$ cat src/logic/capture_pkg.sv
package capture_pkg;

   // ######################################################################
   // geometry of the sampled antenna bus

   localparam int channels     = 24;                 // one-bit antenna channels
   localparam int ratio        = 12;                 // clock cycles per symbol
   localparam int phase_width  = $clog2(ratio);      // holds a phase 0 .. ratio-1
   localparam int max_skew     = 3;                  // worst channel-to-channel offset
   localparam int sync_latency = 2;                  // pin to edge pulse, in cycles

   typedef logic [phase_width-1:0] phase_t;          // one position inside a symbol

   localparam phase_t last_phase = phase_t'(ratio - 1);  // counter wraps after this
   localparam phase_t half_ratio = phase_t'(ratio / 2);  // half a symbol, mid-bit offset
   localparam phase_t full_ratio = phase_t'(ratio);      // ratio itself still fits phase_t

   // ######################################################################
   // modulo arithmetic on the symbol circle

   function automatic phase_t phase_add(input phase_t a, input phase_t b);
      logic [phase_width:0] sum;
      sum = {1'b0, a} + {1'b0, b};                   // both inputs below ratio
      if (sum >= {1'b0, full_ratio}) begin
         sum = sum - {1'b0, full_ratio};             // wrap once around the symbol
      end
      return sum[phase_width-1:0];
   endfunction

   function automatic phase_t phase_dist(input phase_t a, input phase_t b);
      phase_t diff;
      diff = (a >= b) ? a - b : b - a;               // plain distance first
      if (diff > half_ratio) begin
         diff = full_ratio - diff;                   // the short way round is shorter
      end
      return diff;
   endfunction

endpackage

$ cat src/logic/lock_pkg.sv
package lock_pkg;

   // ######################################################################
   // lock policy of the per-channel phase estimators

   localparam int lock_edges       = 8;              // consistent edges before lock
   localparam int phase_tolerance  = 1;              // allowed edge jitter, in cycles
   localparam int confidence_width = 4;              // per-channel edge counter width

   typedef logic [confidence_width-1:0] confidence_t;

   localparam confidence_t confidence_full = '1;                          // saturation
   localparam confidence_t lock_target = confidence_t'(lock_edges);       // locked count
   localparam confidence_t lock_arm    = confidence_t'(lock_edges - 1);   // one edge short

endpackage

$ cat src/logic/capture_sync.sv
`timescale 1ns/100ps

module capture_sync (
   input  logic                             clock,
   input  logic                             reset,
   input  logic                             enable,
   input  logic [capture_pkg::channels-1:0] signal_in,
   output logic [capture_pkg::channels-1:0] synced,
   output logic [capture_pkg::channels-1:0] edge_pulse
);

   logic [capture_pkg::channels-1:0] chain [capture_pkg::sync_latency]; // sync flops
   logic [capture_pkg::channels-1:0] previous;   // last synced level, for edge compare

   // ######################################################################
   // synchroniser chain and edge register

   always_ff @(posedge clock) begin
      if (reset) begin
         for (int s = 0; s < capture_pkg::sync_latency; s++) begin
            chain[s] <= '0;                      // all cleared so no false edge appears
         end
         previous <= '0;
      end else if (enable) begin
         chain[0] <= signal_in;                  // first flop may go metastable
         for (int s = 1; s < capture_pkg::sync_latency; s++) begin
            chain[s] <= chain[s-1];
         end
         previous <= synced;                     // one cycle behind the synced level
      end
   end

   assign synced = chain[capture_pkg::sync_latency-1];  // last flop is the clean level

   // any transition gives a one-cycle pulse, none while the stage is held
   assign edge_pulse = (synced ^ previous) & {capture_pkg::channels{enable}};

endmodule

$ cat src/logic/phase_tracker.sv
`timescale 1ns/100ps

module phase_tracker (
   input  logic                                                clock,
   input  logic                                                reset,
   input  logic                                                enable,
   input  logic                [capture_pkg::channels-1:0]     synced,
   input  logic                [capture_pkg::channels-1:0]     edge_pulse,
   output capture_pkg::phase_t                                 phase,
   output capture_pkg::phase_t [capture_pkg::channels-1:0]     sample_phase,
   output logic                [capture_pkg::channels-1:0]     channel_valid,
   output logic                [capture_pkg::channels-1:0]     synced_delay
);

   // ######################################################################
   // free-running symbol counter shared by all channels

   always_ff @(posedge clock) begin
      if (reset) begin
         phase <= '0;
      end else if (enable) begin
         if (phase == capture_pkg::last_phase) begin
            phase <= '0;                         // start of the next symbol period
         end else begin
            phase <= phase + 1'b1;
         end
      end
   end

   // the level is delayed once so that it lines up with the counter
   always_ff @(posedge clock) begin
      if (enable) begin
         synced_delay <= synced;
      end
   end

   assert property (@(posedge clock) disable iff (reset)
      phase <= capture_pkg::last_phase)
      else $error("phase_tracker: phase counter left the symbol range");

   // ######################################################################
   // per-channel edge phase estimate and lock confidence

   for (genvar i = 0; i < capture_pkg::channels; i++) begin : channel
      capture_pkg::phase_t   stored;             // counter value seen at the edges
      lock_pkg::confidence_t confidence;         // consecutive consistent edges
      logic                  valid;              // this channel has a trusted phase
      logic                  consistent;         // edge lands near the stored phase

      assign consistent = capture_pkg::phase_dist(phase, stored)
                          <= capture_pkg::phase_t'(lock_pkg::phase_tolerance);

      always_ff @(posedge clock) begin
         if (reset) begin
            stored     <= '0;
            confidence <= '0;
            valid      <= 1'b0;
         end else if (enable && edge_pulse[i]) begin
            if (consistent) begin
               if (confidence != lock_pkg::confidence_full) begin
                  confidence <= confidence + 1'b1;   // saturates, never wraps to zero
               end
               if (confidence >= lock_pkg::lock_arm) begin
                  valid <= 1'b1;                 // this edge is the lock_edges-th one
               end
            end else begin
               stored     <= phase;              // jump to the new bit phase
               confidence <= '0;
               valid      <= 1'b0;               // channel has to earn its lock again
            end
         end
      end

      assign channel_valid[i] = valid;

      // mid-bit lies half a symbol after the edge
      assign sample_phase[i] = capture_pkg::phase_add(stored, capture_pkg::half_ratio);

      assert property (@(posedge clock) disable iff (reset)
         $rose(valid) |-> confidence >= lock_pkg::lock_target)
         else $error("phase_tracker: channel %0d valid before enough edges", i);
   end

endmodule

$ cat src/logic/sample_align.sv
`timescale 1ns/100ps

module sample_align (
   input  logic                                                clock,
   input  logic                                                reset,
   input  logic                                                enable,
   input  capture_pkg::phase_t                                 phase,
   input  capture_pkg::phase_t [capture_pkg::channels-1:0]     sample_phase,
   input  logic                [capture_pkg::channels-1:0]     channel_valid,
   input  logic                [capture_pkg::channels-1:0]     synced_delay,
   output logic                [capture_pkg::channels-1:0]     word,
   output logic                                                strobe,
   output logic                                                locked
);

   logic [capture_pkg::channels-1:0] samples;    // latest mid-bit value of each channel
   capture_pkg::phase_t              load_phase; // one cycle before the strobe phase
   logic                             all_valid;  // every channel has a trusted phase
   logic                             load;       // word takes the samples this cycle
   logic                             strobe_q;   // registered strobe, word is out with it

   // ######################################################################
   // mid-bit samplers

   always_ff @(posedge clock) begin
      if (enable) begin
         for (int i = 0; i < capture_pkg::channels; i++) begin
            if (phase == sample_phase[i]) begin
               samples[i] <= synced_delay[i];    // centre of this channel's bit
            end
         end
      end
   end

   // ######################################################################
   // common strobe, lock flag and word register

   assign all_valid = &channel_valid;

   // channel 0 decides the strobe phase, half a symbol past its own sample point,
   // the word is loaded one cycle early so that it is out together with strobe
   assign load_phase = capture_pkg::phase_add(sample_phase[0],
                                              capture_pkg::half_ratio - 1'b1);

   // all_valid too, so that a channel dropping out stops the strobe at once
   assign load = enable & locked & all_valid & (phase == load_phase);

   always_ff @(posedge clock) begin
      if (reset) begin
         locked   <= 1'b0;
         strobe_q <= 1'b0;
      end else begin
         strobe_q <= load;                       // one cycle pulse per symbol
         if (enable) begin
            locked <= all_valid;
         end
      end
   end

   always_ff @(posedge clock) begin
      if (load) begin
         word <= samples;                        // every channel is on the same symbol
      end
   end

   assign strobe = strobe_q & enable;            // no strobe while the capture is held

   assert property (@(posedge clock) disable iff (reset)
      strobe |-> locked)
      else $error("sample_align: strobe issued without lock");

   // locked lags all_valid by a cycle, a channel that just jumped is already invalid
   for (genvar i = 1; i < capture_pkg::channels; i++) begin : skew_check
      assert property (@(posedge clock) disable iff (reset)
         locked && all_valid
            |-> capture_pkg::phase_dist(sample_phase[i], sample_phase[0])
                <= capture_pkg::phase_t'(capture_pkg::max_skew
                                         + lock_pkg::phase_tolerance))
         else $error("sample_align: channel %0d skew too large for alignment", i);
   end

endmodule

$ cat src/logic/signal_capture.sv
`timescale 1ns/100ps

module signal_capture (
   input  logic                             clock,
   input  logic                             reset,
   input  logic                             enable,
   input  logic [capture_pkg::channels-1:0] signal_in,
   output logic [capture_pkg::channels-1:0] word,
   output logic                             strobe,
   output logic                             locked
);

   logic                [capture_pkg::channels-1:0] synced;        // clean channel levels
   logic                [capture_pkg::channels-1:0] edge_pulse;    // one pulse per transition
   capture_pkg::phase_t                             phase;         // shared symbol counter
   capture_pkg::phase_t [capture_pkg::channels-1:0] sample_phase;  // mid-bit of each channel
   logic                [capture_pkg::channels-1:0] channel_valid; // per-channel lock
   logic                [capture_pkg::channels-1:0] synced_delay;  // levels aligned to phase

   // ######################################################################
   // synchronise, track the bit phase, sample and align

   capture_sync sync_stage (
      .clock      (clock),
      .reset      (reset),
      .enable     (enable),
      .signal_in  (signal_in),
      .synced     (synced),
      .edge_pulse (edge_pulse)
   );

   phase_tracker track_stage (
      .clock         (clock),
      .reset         (reset),
      .enable        (enable),
      .synced        (synced),
      .edge_pulse    (edge_pulse),
      .phase         (phase),
      .sample_phase  (sample_phase),
      .channel_valid (channel_valid),
      .synced_delay  (synced_delay)
   );

   sample_align align_stage (
      .clock         (clock),
      .reset         (reset),
      .enable        (enable),
      .phase         (phase),
      .sample_phase  (sample_phase),
      .channel_valid (channel_valid),
      .synced_delay  (synced_delay),
      .word          (word),
      .strobe        (strobe),
      .locked        (locked)
   );

endmodule

$ cat config.mk
export PLATFORM = sky130hd
export DESIGN_NAME = signal_capture
export DESIGN_NICKNAME = d
export VERILOG_FILES = /design/src/logic/capture_pkg.sv /design/src/logic/lock_pkg.sv /design/src/logic/capture_sync.sv /design/src/logic/phase_tracker.sv /design/src/logic/sample_align.sv /design/src/logic/signal_capture.sv
export SDC_FILE = /design/constraint.sdc
export NUM_CORES = 1
export LEC_CHECK = 0
export BUFFER_PORTS_ARGS = -buffer_cell sky130_fd_sc_hd__buf_2
export CORE_MARGIN = 5
export CORE_UTILIZATION = 65
export DETAILED_ROUTE_END_ITERATION = 10
export PLACE_DENSITY = 0.82
export SYNTH_ARGS = -nofsm -noshare
export SYNTH_HDL_FRONTEND = slang
export SYNTH_HIERARCHICAL = 1
export SYNTH_SLANG_ARGS = --single-unit
$ cat constraint.sdc
create_clock -name clock -period 8.3 [get_ports clock]
set_input_delay 1.245 -clock clock [delete_from_list [all_inputs] [get_ports clock]]
set_output_delay 1.245 -clock clock [all_outputs]
set_load 0.02 [all_outputs]
==> results.md <==
- Status: finished clean
- Initial DRC Count: 2176
- Crit path time final: 4.98 ns
- Setup Fix Bufs, Post-CTS: 0
- GR Overflow Total: 0
- Flop and latch count out of synthesis: 366
- Crit-path cells: inv_1 > ha_1 > inv_1 > ha_1 > nor2b_1 > o21ai_0 > a21oi_1 > a221oi_1 > xnor2_1 > ha_1 > a21o_2 > o21bai_1 > nand4_1 > a2111oi_4 > buf_4
- Reg2reg setup slack: 3.32 ns
- Routed len/inst: 19.3 µm
- Worst slew margin: 0.233
- Compound-cell area share of the yosys netlist: 0.187
- Post-synthesis net count: 3343
- Worst setup path endpoint: align_stage/word[3]
- Pins Over Slew Limit: 0
- CP max FO: 24
- Core outline area: 41900 µm²
- Layout Cells excl Fill: 3529
- Worst EP arrival: 5.17 ns
- I/O Pins: 53
- Yosys cell types: 81
- Root buffer cell: clkbuf_16
- Clock share of power: 0.448
- FF-to-FF End: align_stage/word[3]
- CP peak stage delay: 0.71 ns
- Cell Pwr Density: 155 nW/µm²
- Clock transition at the registers of the reported paths: 0.06 ns
- Fin. Hold Viols: 0
- Initial antenna violation count: 0
- Chip height: 215 µm
- Worst hold margin: 0.405 ns
- Final Util: 0.695
- DRC Markers: 0
- Max cap viols: 0
- I/O Buffers: 52
- Mapped Cells: 3000
- Startpoint types: flip-flop
- Vias: 22900
- Placed Cells: 3448
- Top FF cell, synth: dfxtp_1
- Pre-CTS setup slack: 3.45 ns
- Slowest cell on crit path: a221oi_1
- CTS hold repair buffers: 0
- Vias in the first global route: 22400
- Register share of total power: 0.428
- Area delta synth->final: 6.14%
- Xor/xnor share of the synthesized area: 0.0553
- Most frequent CP cell: ha_1
- WL final: 68100 µm
- Simple-Gate Fraction of Synth Area: 0.186
- Crit Path Category: reg -> reg
- Max IR drop VDD: 156 µV
- Register area share after synthesis: 0.311
- Detail Placement HPWL: 44800 µm
- Lkg Pwr: 11.4 nW
- Net Sw Power: 1.15 mW
- RePlAce Congestion: 0.886
- Clk_skew: 0.0277 ns
- DR pass1 iterations: 7
- Insertion delay to the later sink of the worst-skew pair: 0.58 ns
- Power Total: 4.50 mW
- Clk sink count: 366
- Reg2Reg Depth: 15
- Number of nets with antenna violations after routing: 0
- Switch share: 0.256
- Starting Density: 0.655
- Crit. Startpoint: track_stage/channel[0].stored[1]
- CTS tree: built
- Final setup viols: 0
- Hold Crit Class: reg -> reg
- Average size of a mapped cell: 9.13 µm²
- WP data required: 8.50 ns
- Internal Pwr Total: 3.35 mW
- Gr usage total: 0.281
- Cell area after layout: 29100 µm²
- Post-Syn Area: 27400 µm²
- Max Freq: 201 MHz
- EDFF count, synth: 120
- Reg2Reg Launch Point: track_stage/channel[0].stored[1]
- Placed Area: 27600 µm²
- CTS resizes: 0
- Die outline area: 46400 µm²
- Sum Neg Setup Slack: 0 ns
- Global-route wire length before repair: 110000 µm
- Setup ws final: 3.32 ns
- Least-Margin Pin Slew: 1.15 ns
- Layout cells sized above 1: 0.0870
- Yosys warnings: 6
- Number of buffers created by CTS: 43
- CP Capture Type: flip-flop
- RSZ-0062 raised after global routing: false
- Mux cell area share after synthesis: 0.0436
- Row count: 75
- Final Cycle Share: 0.599
- Routed vias/inst: 6.50
- Nets@finish: 3297
- Ys async rst share: 0
- Largest net degree at the start of global routing: 106
- Logic pwr share: 0.125
- Max Buffers Root-to-Sink: 3
- Post-Synth Adder-Cell Area: 0.157
- Largest family of logic cells by synthesized area: compound AO/OA/AOI/OAI gates
- CTS H-Tree Depth: 2
- Die W: 215 µm
## cells in the mapped netlist, types with 82 or more instances
library cell / instances / area share
ha_1: 268 / 0.12
dfxtp_1: 246 / 0.18
inv_1: 183 / 0.025
nor2_1: 161 / 0.022
o21ai_0: 155 / 0.028
a21oi_1: 151 / 0.028
nand2_1: 133 / 0.018
xor2_1: 122 / 0.039
edfxtp_1: 120 / 0.13
nor3_1: 110 / 0.020
mux2i_1: 92 / 0.034
nand3b_1: 89 / 0.024
or3_1: 82 / 0.019
## cell families (layout without fill, tap and decap cells)
family | count (synthesis) | in the layout
compound gates | 765 | 765
xor+xnor | 173 | 173
fa+ha+maj | 316 | 316
buf+inv | 343 | 332
flops | 366 | 366
mux | 116 | 116
other cells | 0 | 1
simple gates | 921 | 921
## registers in the layout (all words and copies together), names as in the netlist, 24 cells and up
name and cells:
track_stage/channel.confidence 96, track_stage/channel.stored 96, sync_stage/chain 48, align_stage/samples 24, align_stage/word 24, sync_stage/previous 24, track_stage/channel.valid 24, track_stage/synced_delay 24
## cells in the final DEF (no fill, tap or decap), drive strengths merged, types with 59 or more instances in the layout
| cell type | instances |
|---|---|
| a21oi | 152 |
| nor2 | 173 |
| clkbuf | 59 |
| o22ai | 64 |
| and2 | 79 |
| dfxtp | 246 |
| mux2i | 92 |
| o21ai | 162 |
| or3 | 82 |
| nor3 | 113 |
| xor2 | 122 |
| inv | 184 |
| edfxtp | 120 |
| nand3b | 89 |
| ha | 268 |
| nand2 | 133 |
| buf | 68 |
## worst max-delay path: cells and delay by family, from the launching register on
family	cells	cell delay, ns
xor+xnor	1	0.17
fa+ha+maj	3	0.83
flops	1	0.45
simple gates	2	0.36
buf+inv	3	0.80
compound gates	6	1.95
## layer usage
| layer | up-vias | track usage | part of all wire |
|---|---|---|---|
| met5 | - | 0 | 0 |
| met4 | 0 | 0.124 | 0.038 |
| met1 | 11000 | 0.348 | 0.41 |
| met3 | 193 | 0.0360 | 0.066 |
| li1 | 10800 | - | - |
| met2 | 909 | 0.490 | 0.49 |
## power groups by stage
| stage | combinational [mW] | clock [mW] | sequential (mW) |
|---|---|---|---|
| 3_5_place_dp | 0.545 | 0 | 1.96 |
| 3_3_place_gp | 0.519 | 0 | 1.96 |
| 2_1_floorplan | 0.432 | 0 | 1.96 |
| 6_report | 0.562 | 2.02 | 1.93 |
| 5_1_grt | 0.617 | 2.12 | 1.93 |
| 4_1_cts | 0.552 | 2.04 | 1.93 |
## worst min-delay path by stage
stage          slack (ns)                    startpoint                       to  cells past startpoint
2_1_floorplan        0.40   track_stage/synced_delay[0]   align_stage/samples[0]                      0
6_report             0.40   track_stage/synced_delay[3]   align_stage/samples[3]                      0
3_5_place_dp         0.40  track_stage/synced_delay[12]  align_stage/samples[12]                      0
5_1_grt              0.42       align_stage/samples[20]     align_stage/word[20]                      0
3_3_place_gp         0.40       align_stage/samples[20]     align_stage/word[20]                      0
4_1_cts              0.41   track_stage/synced_delay[3]   align_stage/samples[3]                      0
## layout make-up
class	count	area (µm²)
clock buffer	58	1260
multi-input combinational	2291	17300
sequential	366	8540
inverter	183	687
antenna	1	2.50
timing repair buffer	69	403
fill	3058	12800
tap	539	674
clock inverter	22	263
Note: power is estimated with default switching activity, not from simulation.
